<file path="src/core_cfg_pkg.sv">
package core_cfg_pkg;

  // datapath and pc width
  localparam int xlen = 64;

  // architectural register file
  localparam int reg_count = 32;
  localparam int reg_idx_w = 5;

  // first fetch address after reset
  localparam logic [xlen-1:0] reset_pc = 64'h8000_0000;

  // instruction memory, one 32-bit word per entry
  localparam int imem_depth  = 256;
  localparam int imem_addr_w = 8;

  // memory covers reset_pc .. reset_pc + imem_depth*4 - 1
  // pc word index is pc[9:2] relative to reset_pc

endpackage

</file>
<file path="src/rv_isa_pkg.sv">
package rv_isa_pkg;

  // base opcodes, inst[6:0]
  localparam logic [6:0] op_addi   = 7'b0010011;
  localparam logic [6:0] op_auipc  = 7'b0010111;
  localparam logic [6:0] op_jal    = 7'b1101111;
  localparam logic [6:0] op_system = 7'b1110011;

  // funct3 of addi within the op-imm group
  localparam logic [2:0] funct3_addi = 3'b000;

  // only the exact word counts as ebreak
  localparam logic [31:0] ebreak_inst = 32'h0010_0073;

  // decoded instruction
  typedef struct packed {
    // destination and source register index
    logic [core_cfg_pkg::reg_idx_w-1:0] rd;
    logic [core_cfg_pkg::reg_idx_w-1:0] rs1;
    // immediate, already sign-extended
    logic [core_cfg_pkg::xlen-1:0]      imm;
    // operand a from pc instead of rs1
    logic                               use_pc_a;
    // jump, link into rd
    logic                               is_jal;
    // stop request
    logic                               is_ebreak;
    // unsupported encoding, acts as nop
    logic                               illegal;
    // instruction writes rd
    logic                               wb_en;
  } dec_t;

  // write-back request into the register file
  typedef struct packed {
    logic                               en;
    logic [core_cfg_pkg::reg_idx_w-1:0] rd;
    logic [core_cfg_pkg::xlen-1:0]      data;
  } wb_t;

  // rd == 0 with en set is legal
  // the register file drops that write

endpackage

</file>
<file path="src/exec_unit.sv">
`timescale 1ns/1ps

module exec_unit (
  input  rv_isa_pkg::dec_t                dec,
  input  logic [core_cfg_pkg::xlen-1:0]   pc,
  input  logic [core_cfg_pkg::xlen-1:0]   rs1_data,
  input  logic                            halted,
  output rv_isa_pkg::wb_t                 wb,
  output logic [core_cfg_pkg::xlen-1:0]   next_pc,
  output logic                            halt_req
);

  // adder operands and outputs
  logic [core_cfg_pkg::xlen-1:0] op_a;
  logic [core_cfg_pkg::xlen-1:0] sum;
  logic [core_cfg_pkg::xlen-1:0] pc_plus4;

  // pc for auipc / jal, rs1 for addi
  assign op_a = dec.use_pc_a ? pc : rs1_data;

  // one adder, operand b is always the immediate
  // addi result, auipc result, or jal target
  assign sum = op_a + dec.imm;

  // sequential pc, also the jal link value
  assign pc_plus4 = pc + core_cfg_pkg::xlen'(4);

  // write-back request
  always_comb begin
    // no writes at all once halted
    wb.en   = dec.wb_en & ~halted;
    wb.rd   = dec.rd;
    wb.data = dec.is_jal ? pc_plus4 : sum;
  end

  // illegal and ebreak fall through to pc+4
  assign next_pc = dec.is_jal ? sum : pc_plus4;

  // latched in fetch on the next edge
  assign halt_req = dec.is_ebreak;

endmodule

</file>
<file path="config.mk">
export PLATFORM = sky130hd
export DESIGN_NAME = exec_unit
export DESIGN_NICKNAME = d
export VERILOG_FILES = /design/src/core_cfg_pkg.sv /design/src/rv_isa_pkg.sv /design/src/exec_unit.sv
export SDC_FILE = /design/constraint.sdc
export NUM_CORES = 1
export LEC_CHECK = 0
export BUFFER_PORTS_ARGS = -buffer_cell sky130_fd_sc_hd__buf_2
export CORE_AREA = 2 2 133 135
export DETAILED_ROUTE_END_ITERATION = 16
export DIE_AREA = 0 0 135 137
export PLACE_DENSITY = 0.76
export SLEW_MARGIN = 10
export SYNTH_ARGS = -nofsm -noshare
export SYNTH_HDL_FRONTEND = slang
export SYNTH_SLANG_ARGS = --single-unit
</file>
<file path="constraint.sdc">
create_clock -name vclk -period 6.4
set_input_delay 1.28 -clock vclk [all_inputs]
set_output_delay 1.28 -clock vclk [all_outputs]
set_load 0.01 [all_outputs]
</file>
==> metrics <==
status=finished, final reports clean; Starting Density=43.68%; Least-Margin Pin Slew=892.7 ps; Largest stage delay, worst path=540 ps; Pins Over Slew Limit=0; VDD IR max=99.39 uV; initial antenna violation count=0; IO Count=343; share of layout cells above drive strength 1=33.69%; via/cell ratio=5.767; Synth top cells by count=112 x nand2_1, 109 x a21oi_1, 88 x nor2_1, 69 x mux2_2, 66 x o21ai_0; diode count=0; Die Height=137 um; sequential cells=0; fin crit share=96.81%; max frequency=0.1614 GHz; total track usage=25.88%; Worst Hold Depth=0; largest net degree at the start of global routing=162; hold_sp=dec[75]; Post-DRT Antenna Nets=0; DP HPWL=21,850 um; area leader, netlist=ha_1; Congestion Overflow GR=0; core area=17,060 um2; CLK BUF=0; HP Class=in2out; CP Cell Sequence=buf_2 > buf_12 > buf_4 > mux2_2 > ha_1 > nand4_1 > nor3_2 > o211ai_1 > a311oi_1 > o21bai_1 > o21bai_2 > a21oi_1 > xor2_1 > o21ai_0 > buf_2; Remaining DRCs=0; Min-Delay Endpoint=wb[65]; worst slew margin relative to its limit=40.40%; Power Total=0.001123 W; I/O Buffers=325; Initial DRC Count=589; Max Cap Viol=0; fin crit period=6196 ps; most frequent CP cell=buf_2; synthesis-to-finish area growth=22.46%; slowest CP cell=a311oi_1; Sequential Area=0 um2; Syn Area/Cell=7.021 um2; first-pass GRT wire length=39,730 um; CP startpoint kind=input pin; Layout Nets=1,602; Worst EP required=5120 ps; RD Place Congestion=0.9458; final hold viol count=0; Synth Net Count=1,334; WL per Instance=16.79 um; sum of negative setup slack=0 ps; drt total wl=26,070 um; crit-path max FO=32; setup bufs post-CTS=0; synthesized netlist cell count=1,061; die area=18,500 um2; Lkg Pwr=4.330 nW; area occupied by multi-input gates=7063 um2; Setup crit end kind=primary output; Warnings, synthesis=0; vias in the first global route=8,195; synth unique cells=86; vias=8,951; Mapped Area=7450 um2; sequential fraction of the synthesis area=0%; power density cells=123.1 nW/um2; top-count cell post-synth=nand2_1; Synth top area share=10.75%; layout filler cell count=1,720; DRT Pass-1 Iters=5; crit path DAT=4920 ps; critical path type=in2out; Die W=135 um; Std-Cell Rows=48; RSZ-0062 raised after global routing=no; largest cells by area after synthesis=ha_1 11%, mux2_2 10%, mux2i_1 7.7%; setup violators final=0
==> routing by layer <==
| metal | track usage, % | up-vias | share of wire (%) |
|---|---|---|---|
| li1 | - | 4444 | - |
| met1 | 34.64 | 4138 | 45 |
| met2 | 46.14 | 338 | 47 |
| met3 | 2.000 | 31 | 5.8 |
| met4 | 4.109 | 0 | 1.5 |
| met5 | 0 | - | 0 |
==> worst max-delay path: cells and delay by family <==
family | cells | cell delay (ps)
and+or+nand+nor | 2 | 490
muxes | 1 | 330
xor gates and xnor gates | 1 | 240
AOI/OAI and AO/OA | 6 | 1330
adders and majority gates | 1 | 390
buffers and inverters | 4 | 790
==> cell families (layout without fill, tap and decap cells) <==
kind of cell             after synthesis  after routing  synth area share [%]
XOR/XNOR                             119            119                 14.39
multiplexers                         126            126                 18.09
AO/OA/AOI/OAI                        308            308                 26.07
adder cells (fa/ha/maj)               65             65                 11.02
buffers and inverters                 83            349                 5.307
AND/OR/NAND/NOR                      360            360                 25.13
==> area by class of cell <==
class,count,area share (%)
Timing Repair Buffer,334,18.87
Inverter,15,0.6172
Multi-Input combinational cell,978,77.42
Tap cell,225,3.086
==> layout by cell type (no fill, tap or decap), drive strengths merged, types with 35 or more instances in the layout <==
cell type and count:
buf 334, nor2 88, a21oi 115, mux2i 57
nand3 35, nand2 114, o21ai 75, ha 64
xnor2 65, a21o 37, xor2 54, mux2 69
==> repair_timing <==
item | 4_1_cts | 5_1_grt
hold buffers | 0 | 0
endpoints found under the setup margin | 0 | 5
endpoints found under the hold margin | 0 | 0
gates resized for setup | 0 | 2
==> metrics by stage <==
stage | instance area [um2] | hold slack (ps) | utilization [%] | worst slack (ps) | instances
6_report | 9123 | 2560 | 53.48 | 204.0 | 1552
5_1_grt | 9123 | 2560 | 53.48 | 33.03 | 1552
4_1_cts | 9114 | 2560 | 53.43 | 242.3 | 1552
3_5_place_dp | 9114 | 2560 | 53.43 | 269.8 | 1552
3_3_place_gp | 9114 | 2560 | 53.43 | 302.1 | 1552
2_1_floorplan | 7450 | 2606 | - | 675.0 | 1061
==> worst max path at each step <==
stage          startpoint           to  slack (ps)  cells after the start
4_1_cts            dec[4]       wb[61]         240                     14
2_1_floorplan      dec[4]  next_pc[50]         680                     13
6_report           dec[4]       wb[59]         200                     15
5_1_grt            dec[4]       wb[59]          30                     15
3_5_place_dp       dec[4]       wb[61]         270                     14
3_3_place_gp       dec[4]       wb[63]         300                     13
==> report_power, final <==
group / internal, W / switching [W] / total (W)
Clock: 0 / 0 / 0
Sequential: 0 / 0 / 0
Combinational: 0.000471 / 0.000652 / 0.00112
(Power assumes the default switching activity.)
