File: src/core_cfg_pkg.sv
package core_cfg_pkg;

  // datapath and pc width
  localparam int xlen = 64;

  // architectural register file
  localparam int reg_count = 32;
  localparam int reg_idx_w = 5;

  // first fetch address after reset
  localparam logic [xlen-1:0] reset_pc = 64'h8000_0000;

  // instruction memory, one 32-bit word per entry
  localparam int imem_depth  = 256;
  localparam int imem_addr_w = 8;

  // memory covers reset_pc .. reset_pc + imem_depth*4 - 1
  // pc word index is pc[9:2] relative to reset_pc

endpackage

File: src/rv_isa_pkg.sv
package rv_isa_pkg;

  // base opcodes, inst[6:0]
  localparam logic [6:0] op_addi   = 7'b0010011;
  localparam logic [6:0] op_auipc  = 7'b0010111;
  localparam logic [6:0] op_jal    = 7'b1101111;
  localparam logic [6:0] op_system = 7'b1110011;

  // funct3 of addi within the op-imm group
  localparam logic [2:0] funct3_addi = 3'b000;

  // only the exact word counts as ebreak
  localparam logic [31:0] ebreak_inst = 32'h0010_0073;

  // decoded instruction
  typedef struct packed {
    // destination and source register index
    logic [core_cfg_pkg::reg_idx_w-1:0] rd;
    logic [core_cfg_pkg::reg_idx_w-1:0] rs1;
    // immediate, already sign-extended
    logic [core_cfg_pkg::xlen-1:0]      imm;
    // operand a from pc instead of rs1
    logic                               use_pc_a;
    // jump, link into rd
    logic                               is_jal;
    // stop request
    logic                               is_ebreak;
    // unsupported encoding, acts as nop
    logic                               illegal;
    // instruction writes rd
    logic                               wb_en;
  } dec_t;

  // write-back request into the register file
  typedef struct packed {
    logic                               en;
    logic [core_cfg_pkg::reg_idx_w-1:0] rd;
    logic [core_cfg_pkg::xlen-1:0]      data;
  } wb_t;

  // rd == 0 with en set is legal
  // the register file drops that write

endpackage

File: src/reg_file.sv
`timescale 1ns/1ps

module reg_file (
  input  logic                                clk,
  input  logic                                arst_n,
  // write-back from execute
  input  rv_isa_pkg::wb_t                     wb,
  // operand read
  input  logic [core_cfg_pkg::reg_idx_w-1:0]  rs1_idx,
  output logic [core_cfg_pkg::xlen-1:0]       rs1_data,
  // debug read, top-level visibility
  input  logic [core_cfg_pkg::reg_idx_w-1:0]  dbg_raddr,
  output logic [core_cfg_pkg::xlen-1:0]       dbg_rdata
);

  // x0 entry exists but is never written
  logic [core_cfg_pkg::xlen-1:0] regs [core_cfg_pkg::reg_count];

  always_ff @(posedge clk or negedge arst_n) begin
    if (!arst_n) begin
      // whole array clears on reset
      for (int i = 0; i < core_cfg_pkg::reg_count; i++) begin
        regs[i] <= '0;
      end
    end else if (wb.en && (wb.rd != '0)) begin
      regs[wb.rd] <= wb.data;
    end
  end

  // combinational reads, x0 hardwired to zero
  assign rs1_data  = (rs1_idx == '0) ? '0 : regs[rs1_idx];

  // write shows up here the cycle after the edge
  assign dbg_rdata = (dbg_raddr == '0) ? '0 : regs[dbg_raddr];

endmodule

File: config.mk
export PLATFORM = sky130hd
export DESIGN_NAME = reg_file
export DESIGN_NICKNAME = d
export VERILOG_FILES = /design/src/core_cfg_pkg.sv /design/src/rv_isa_pkg.sv /design/src/reg_file.sv
export SDC_FILE = /design/constraint.sdc
export NUM_CORES = 2
export LEC_CHECK = 0
export BUFFER_PORTS_ARGS = -buffer_cell sky130_fd_sc_hd__buf_2
export CELL_PAD_IN_SITES_DETAIL_PLACEMENT = 0
export CELL_PAD_IN_SITES_GLOBAL_PLACEMENT = 1
export CORE_MARGIN = 5
export CORE_UTILIZATION = 55
export DETAILED_ROUTE_END_ITERATION = 16
export GPL_ROUTABILITY_DRIVEN = 0
export PLACE_DENSITY = 0.9
export REMOVE_ABC_BUFFERS = 1
export SYNTH_ARGS = -nofsm -noshare
export SYNTH_HDL_FRONTEND = slang
export SYNTH_SLANG_ARGS = --single-unit
File: constraint.sdc
create_clock -name clk -period 2.9 [get_ports clk]
set_input_delay 0.145 -clock clk [delete_from_list [all_inputs] [get_ports clk]]
set_output_delay 0.145 -clock clk [all_outputs]
set_load 0.05 [all_outputs]
==> impl_metrics.toml <==
[grt]
grt_pass1_wl_mm = 485
antenna_found_initial = 18
track_usage_pct = 31.7
first_global_vias = 72377
overflow = 0
grt_max_degree = 137

[yosys]
synth_common_cells = "2048 x dfrtp_1, 2008 x mux2_2, 968 x mux4_2"
yosysTopAreaCell = "dfrtp_1"
synth_edf_count = 0
syn_avg_cell_area_um2 = 15.6
synth_cell_type_count = 48
ys_seq_elements = 2048
synth_flop_cell = "dfrtp_1"
ys_seq_area_share_pct = 47.3
yosys_warnings = 0
synth_top_area_share_pct = 47.3
yosys-top-cells-area = "dfrtp_1 47%, mux2_2 21%, mux4_2 20%, mux2i_1 4.8%, clkbuf_1 1.5%"
syn-cell-area_um2 = 108000
yosysMostFrequentCell = "dfrtp_1"
synthCells = 6963
async_flop_share_pct = 100

[place]
io_buffer_count = 209
preCtsSetupSlack_ns = 0.0970
dp_hpwl_mm = 194
place_inst = 9371
place_area_um2 = 115000

[route]
drtIter0Drc = 7705
vias_per_cell = 7.02
via_count = 69076
remaining_drc_errors = 0
routed_wl_mm = 326
drt-wirelength-per-cell_um = 33.1
ant_nets = 0
first_pass_iters = 6

[layout]
drive_above_1_share_pct = 55.5
largest_register_ff_count = 2048
syn_to_final_growth_pct = 13.7
nets = 7099
final_area_um2 = 123000
final_cell_count_no_fill = 9841
largest_register = "regs"
top_regs = "regs: 2048 flops"

[setup_path]
critPathKind = "register to output pin"
cp_max_fo = 3
r2r-end = "regs[1385]$_DFFE_PN0P_"
crit_path_end_kind = "output pin"
cp.required_ns = 2.76
critical_path_arrival_ns = 2.79
startpoint_type = "register"
ff2ff_path_depth = 2
rr_startpoint = "regs[1385]$_DFFE_PN0P_"
r2r_slack_ns = 1.98

[cts]
cts-buffers-inserted = 209
clockBufferDepth = 3
path_clk_slew_ns = 0.06
cts_sinks = 2048
clkLatencyLatePin_ns = 0.87
cts-root-buf = "clkbuf_16"
cts_max_level = 4
cts_tree = "yes"

[pwr]
power_density_nw_per_um2 = 704
pwr-share-clk_pct = 33.4
p_leak_nw = 54.0
p_seq_share_pct = 44.0
p_sw_mw = 24.5
ir_drop_mv = 0.600
swShare_pct = 28.3
p_comb_share_pct = 22.7
intPower_mw = 62.3

[die]
dieHeight_um = 454
core_um2 = 197000
die_w_um = 454
fp-row-count = 163
io_pins = 210
die_area_um2 = 206000
start_util_pct = 55.1

[sta]
timing.hold.ws_ns = 0.0685
timing.final.hold_violations = 0
max_freq_mhz = 340
worst_slack_ns = -0.0394
finClkSkew_ns = 0
fin_setup_tns_ns = -0.0394
rsz0062_at_grt = "yes"
setup_viol = 1
period_share_pct = 101
fin_crit_ns = 2.94
finalMaxSlewViolations = 0
worst_pin_slew_ns = 1.31
slew_headroom_pct = 12.4

[hold_path]
hold_end = "regs[1137]$_DFFE_PN0P_"
holdPathStages = 4
hold_class = "input port to register"
worst_hold_startpoint = "wb[68]"

[run_status]
outcome = "finished, violations left"
violations = "setup timing"

[run]
drv_cap = 0
cell type report:
cell class                 count  area, µm²
fill                       13635      73500
multi-input combinational   4108      54100
sequential                  2048      51200
timing repair buffer         650       7280
clock buffer                 295       6060
tap                         2640       3300
clock inverter                86       1320
antenna                       14       35.0
critical path, stage by stage, from the launching register on:
cell and delay, ns:
dfrtp_1 0.39, mux4_2 0.49, mux2i_1 0.20, nor2_1 0.06, or4_4 0.59, buf_8 0.18
what timing repair did:
action	CTS	global route
gates resized for setup	52	17
setup buffers	4	5
endpoints found under the hold margin	3359	0
hold buffers	66	0
setup endpoints to repair	24	15
pin swaps	4	2
worst max path at each step:
stage | startpoint | to | slack, ns | depth (start not counted)
3_5_place_dp | dbg_raddr[2] | dbg_rdata[29] | 0.1 | 7
5_1_grt | regs[1309]$_DFFE_PN0P_ | dbg_rdata[29] | -0.08 | 5
4_1_cts | regs[1309]$_DFFE_PN0P_ | dbg_rdata[29] | -0.07 | 5
3_3_place_gp | dbg_raddr[2] | dbg_rdata[29] | 0.12 | 7
6_report | regs[1309]$_DFFE_PN0P_ | dbg_rdata[29] | -0.04 | 5
2_1_floorplan | wb[67] | regs[576]$_DFFE_PN0P_ | -1.22 | 4
kinds of logic after synthesis:
| logic type | synth area share (%) |
|---|---|
| AO/OA/AOI/OAI | 2.14 |
| flip-flops | 47.3 |
| buffers and inverters | 3.28 |
| AND/OR/NAND/NOR | 1.41 |
| multiplexers | 45.9 |
per-layer routing:
layer / vias up / GRT usage (%) / routed length (µm)
met5: - / 0 / 41
met4: 6 / 16.0 / 19500
met3: 983 / 6.58 / 28400
met2: 3655 / 49.7 / 153000
met1: 37380 / 42.4 / 125000
li1: 27052 / - / -
placed cells by master, fill, tap and decap left out, types with 13 or more instances in the layout:
cell and count:
bufinv_16 27, o22ai_1 182, clkbuf_16 210, a211oi_1 14
dfrtp_1 2048, a211o_1 13, a21oi_1 13, diode_2 14
dlygate4sd3_1 65, clkbuf_8 50, buf_2 138, mux2i_1 516
clkinv_2 34, mux2_2 2001, clkbuf_1 36, buf_12 197
nand2_4 13, mux4_2 968, nor3_1 17, o22a_1 17
a22oi_1 26, nor2b_1 37, buf_4 229, nand2_1 27
mux2_1 14, or2_1 69, nor2_1 18
power groups by stage:
stage	combinational, mW	clock (mW)	sequential, mW
global route	20.9	30.4	38.7
finish	19.7	29.0	38.2
detailed placement	19.3	0	38.4
global placement	18.8	0	37.8
floorplan	13.6	0	36.9
CTS	19.7	29.2	37.9
stage by stage:
stage | total power [mW] | util [%]
after floorplan | 50.4 | -
after global placement | 56.6 | 58.4
after detailed placement | 57.7 | 58.4
after CTS | 86.8 | 62.6
after global routing | 90.0 | 62.7
final | 86.8 | 62.7
No activity file was read; power rests on OpenSTA's default activity.
