File: src/core_cfg_pkg.sv
package core_cfg_pkg;

  // datapath and pc width
  localparam int xlen = 64;

  // architectural register file
  localparam int reg_count = 32;
  localparam int reg_idx_w = 5;

  // first fetch address after reset
  localparam logic [xlen-1:0] reset_pc = 64'h8000_0000;

  // instruction memory, one 32-bit word per entry
  localparam int imem_depth  = 256;
  localparam int imem_addr_w = 8;

  // memory covers reset_pc .. reset_pc + imem_depth*4 - 1
  // pc word index is pc[9:2] relative to reset_pc

endpackage

File: src/rv_isa_pkg.sv
package rv_isa_pkg;

  // base opcodes, inst[6:0]
  localparam logic [6:0] op_addi   = 7'b0010011;
  localparam logic [6:0] op_auipc  = 7'b0010111;
  localparam logic [6:0] op_jal    = 7'b1101111;
  localparam logic [6:0] op_system = 7'b1110011;

  // funct3 of addi within the op-imm group
  localparam logic [2:0] funct3_addi = 3'b000;

  // only the exact word counts as ebreak
  localparam logic [31:0] ebreak_inst = 32'h0010_0073;

  // decoded instruction
  typedef struct packed {
    // destination and source register index
    logic [core_cfg_pkg::reg_idx_w-1:0] rd;
    logic [core_cfg_pkg::reg_idx_w-1:0] rs1;
    // immediate, already sign-extended
    logic [core_cfg_pkg::xlen-1:0]      imm;
    // operand a from pc instead of rs1
    logic                               use_pc_a;
    // jump, link into rd
    logic                               is_jal;
    // stop request
    logic                               is_ebreak;
    // unsupported encoding, acts as nop
    logic                               illegal;
    // instruction writes rd
    logic                               wb_en;
  } dec_t;

  // write-back request into the register file
  typedef struct packed {
    logic                               en;
    logic [core_cfg_pkg::reg_idx_w-1:0] rd;
    logic [core_cfg_pkg::xlen-1:0]      data;
  } wb_t;

  // rd == 0 with en set is legal
  // the register file drops that write

endpackage

File: src/inst_decoder.sv
`timescale 1ns/1ps

module inst_decoder (
  input  logic [31:0]       inst,
  output rv_isa_pkg::dec_t  dec
);

  // instruction fields
  logic [6:0] opcode;
  logic [2:0] funct3;

  // immediates per format, sign-extended to xlen
  logic [core_cfg_pkg::xlen-1:0] imm_i;
  logic [core_cfg_pkg::xlen-1:0] imm_u;
  logic [core_cfg_pkg::xlen-1:0] imm_j;

  assign opcode = inst[6:0];
  assign funct3 = inst[14:12];

  // i-type: inst[31:20]
  assign imm_i = {{(core_cfg_pkg::xlen-12){inst[31]}}, inst[31:20]};

  // u-type: upper 20 bits, low 12 zero
  assign imm_u = {{(core_cfg_pkg::xlen-32){inst[31]}}, inst[31:12], 12'h000};

  // j-type: scrambled 20-bit offset, bit 0 always zero
  assign imm_j = {{(core_cfg_pkg::xlen-21){inst[31]}},
                  inst[31], inst[19:12], inst[20], inst[30:21], 1'b0};

  always_comb begin
    // defaults give a nop with illegal raised
    dec           = '0;
    dec.rd        = inst[11:7];
    dec.rs1       = inst[19:15];
    dec.illegal   = 1'b1;

    case (opcode)
      rv_isa_pkg::op_addi: begin
        // only funct3 000 of the op-imm group
        if (funct3 == rv_isa_pkg::funct3_addi) begin
          dec.imm     = imm_i;
          dec.wb_en   = 1'b1;
          dec.illegal = 1'b0;
        end
      end

      rv_isa_pkg::op_auipc: begin
        dec.imm      = imm_u;
        dec.use_pc_a = 1'b1;
        dec.wb_en    = 1'b1;
        dec.illegal  = 1'b0;
      end

      rv_isa_pkg::op_jal: begin
        // pc operand too, adder forms the jump target
        dec.imm      = imm_j;
        dec.use_pc_a = 1'b1;
        dec.is_jal   = 1'b1;
        dec.wb_en    = 1'b1;
        dec.illegal  = 1'b0;
      end

      rv_isa_pkg::op_system: begin
        // ecall, csr ops etc stay illegal
        if (inst == rv_isa_pkg::ebreak_inst) begin
          dec.is_ebreak = 1'b1;
          dec.illegal   = 1'b0;
        end
      end

      default: begin
        // unsupported opcode, defaults hold
        dec.illegal = 1'b1;
      end
    endcase
  end

endmodule

File: config.mk
export PLATFORM = sky130hd
export DESIGN_NAME = inst_decoder
export DESIGN_NICKNAME = d
export VERILOG_FILES = /design/src/core_cfg_pkg.sv /design/src/rv_isa_pkg.sv /design/src/inst_decoder.sv
export SDC_FILE = /design/constraint.sdc
export NUM_CORES = 1
export LEC_CHECK = 0
export BUFFER_PORTS_ARGS = -buffer_cell sky130_fd_sc_hd__buf_2
export CAP_MARGIN = 20
export CORE_ASPECT_RATIO = 0.9
export CORE_UTILIZATION = 32
export DETAILED_ROUTE_END_ITERATION = 8
export GPL_TIMING_DRIVEN = 0
export PLACE_DENSITY_LB_ADDON = 0.25
export SYNTH_ARGS = -nofsm -noshare
export SYNTH_HDL_FRONTEND = slang
export SYNTH_SLANG_ARGS = --single-unit
File: constraint.sdc
create_clock -name vclk -period 2.2
set_input_delay 0.11 -clock vclk [all_inputs]
set_output_delay 0.11 -clock vclk [all_outputs]
set_load 0.02 [all_outputs]
==> impl_metrics.py <==
metrics = {
    "floorplan": {
        "initial_core_util_pct": 34.9,
        "io_pins": 111,
        "fp.dieArea_sq_mm": 0.00265,
        "design.core.area_sq_mm": 0.00224,
        "rows": 16,
        "die_w_um": 54.2,
        "die_y_um": 48.9,
    },
    "power_and_ir_drop": {
        "ir_drop_uv": 77.3,
        "combPwrFrac_pct": 100.0,
        "p_int_w": 0.0000573,
        "swShare_pct": 51.7,
        "powerDensity_mw_per_mm2": 86.4,
        "cellLeakagePower_nw": 1.11,
        "p_clk_share_pct": 0,
        "seqPwrFrac_pct": 0,
        "switchingPower_w": 0.0000614,
    },
    "yosys": {
        "yosysSeqAreaShare_pct": 0,
        "synth_cell_types": 21,
        "synth_top_cell_area_share_pct": 42.2,
        "synth_nets": 140,
        "netlist_area_sq_um": 783,
        "netlist_instances": 108,
        "netlist_top_cells_area": "buf_4 (42%), a21o_1 (20%), and2_1 (9.6%)",
        "avgSynthCellArea_sq_um": 7.25,
        "yosysTopAreaCell": "buf_4",
        "yosysWarnings": 0,
    },
    "drt": {
        "routed_via_density": 4.32,
        "wire_per_inst_um": 9.90,
        "drt_pre_antenna_iters": 4,
        "vias": 1062,
        "postRouteAntennaNets": 0,
        "drcViolationCount": 0,
        "drtIter0Drc": 9,
        "drt_wl_total_um": 2440,
    },
    "status": {
        "status": "complete, no violations",
    },
    "worst_setup_path": {
        "path_buf_inv": 3,
        "cp_slowest_cell": "nor3b_2",
        "path_max_fanout": 33,
        "endpoint_kind": "output pin",
        "cp-start-kind": "input port",
        "worst_path_most_repeated_cell": "buf_2",
        "path_cells": "buf_2 -> nor4_1 -> nor3b_2 -> a21o_1 -> and2_4 -> buf_4 -> buf_2",
        "worstPathArrival_ns": 1.77,
        "critPathRequiredTime_ns": 2.09,
        "critical_path_class": "in -> out",
        "cpPeakStageDelay_ns": 0.36,
        "cpLargestDelayFamily": "simple AND/OR/NAND/NOR gates",
    },
    "finish": {
        "ff_latch_area_sq_um": 0,
        "n_antenna_cell": 0,
        "drive_gt1_share_pct": 75.3,
        "nClkBuffers": 0,
        "finalNetCount": 253,
        "syn_to_final_growth_pct": 75.6,
        "design_area_sq_mm": 0.00138,
        "final_common_cell": "buf_2",
        "mostFrequentLayoutCells": "buf_2 (112), buf_4 (44), a21o_1 (21)",
        "seq_cell_count": 0,
    },
    "placement": {
        "place.port_buffers": 111,
        "dpl.hpwl_um": 2090,
        "place_area_sq_mm": 0.00137,
        "gp_congestion": 0.765,
        "dp_slack_ns": 0.122,
    },
    "min_path": {
        "hold-path-endpoint": "dec[75]",
        "min_delay_path_depth": 3,
        "min-delay-start": "inst[8]",
        "worstHoldPathType": "in -> out",
    },
    "sta": {
        "tightestPinTransition_ns": 0.464,
        "period_needed_ns": 1.88,
        "slew_viol_final": 0,
        "fin_ws_ns": 0.318,
        "rsz0062_at_grt": "no",
        "setup_viol": 0,
        "fin_setup_tns_ns": 0,
        "hold_viol": 0,
        "relSlewSlack_pct": 69.0,
        "fin_crit_sh_pct": 85.5,
        "fmax_ghz": 0.531,
    },
    "global_route": {
        "grt_pass1_wl_um": 3530,
        "grt_pass1_vias": 836,
        "antenna_found_initial": 0,
        "grt_start_max_net_pins": 34,
        "grtUsageTotal_pct": 16.6,
        "overflow": 0,
    },
    "clock_network": {
        "cts_hold_buf": 0,
        "cts_setup_buffers": 0,
    },
    "run": {
        "cap_violations": 0,
    },
}
==> power groups by stage <==
stage / registers, W / clock network [W] / logic (W)
floorplan: 0 / 0 / 0.0000598
global placement: 0 / 0 / 0.000118
detailed placement: 0 / 0 / 0.000119
CTS: 0 / 0 / 0.000119
global route: 0 / 0 / 0.000128
finish: 0 / 0 / 0.000119
==> per-stage QoR <==
| step | hold slack, ns | util (%) | total power [W] | instances |
|---|---|---|---|---|
| 2_1_floorplan | 0.333 | - | 0.0000598 | 108 |
| 3_3_place_gp | 0.538 | 61.3 | 0.000118 | 246 |
| 3_5_place_dp | 0.539 | 61.3 | 0.000119 | 246 |
| 4_1_cts | 0.539 | 61.3 | 0.000119 | 246 |
| 5_1_grt | 0.545 | 61.3 | 0.000128 | 246 |
| 6_report | 0.537 | 61.3 | 0.000119 | 246 |
==> routing by layer <==
layer / global-route usage (%) / wire, um / vias up
met1: 22.2 / 1050 / 446
met3: 0.623 / 241 / 0
met5: 0 / 0 / -
li1: - / - / 557
met4: 0 / 0 / 0
met2: 30.1 / 1140 / 59
==> final cells by class <==
class	count	area [sq um]
buffer	46	347
multi-input combinational	61	435
tap	27	33.8
timing repair buffer	111	556
inverter	1	3.75
fill	246	867
==> cells by family (layout without fill, tap and decap cells) <==
group	count (synthesis)	after routing	share of synthesized area, %
compound gates	24	24	23.2
buf+inv	47	158	44.7
simple gates	37	37	32.1
==> cell usage after synthesis, types with 2 or more instances <==
master / n
and2_1: 12
buf_4: 44
nor4b_1: 2
nand2_1: 2
nor3b_2: 3
nor2_1: 3
nor4_1: 4
nand3_1: 3
nor3_1: 2
and3_1: 2
a21o_1: 21
==> tightest hold or removal path, cell delays in order <==
cell	delay, ns
buf_2	0.08
buf_4	0.09
buf_2	0.14
==> worst max-delay path by stage <==
stage	cells past startpoint	from	endpoint	slack (ns)
2_1_floorplan	5	inst[6]	dec[37]	0.31
6_report	7	inst[2]	dec[40]	0.32
3_5_place_dp	7	inst[2]	dec[48]	0.12
4_1_cts	7	inst[2]	dec[48]	0.12
5_1_grt	7	inst[2]	dec[62]	0.17
3_3_place_gp	7	inst[6]	dec[63]	0.16
==> repair_timing <==
action	CTS	global route
hold endpoints to repair	0	0
gates resized for setup	0	1
endpoints found under the setup margin	0	32
Note: power is estimated with default switching activity, not from simulation.
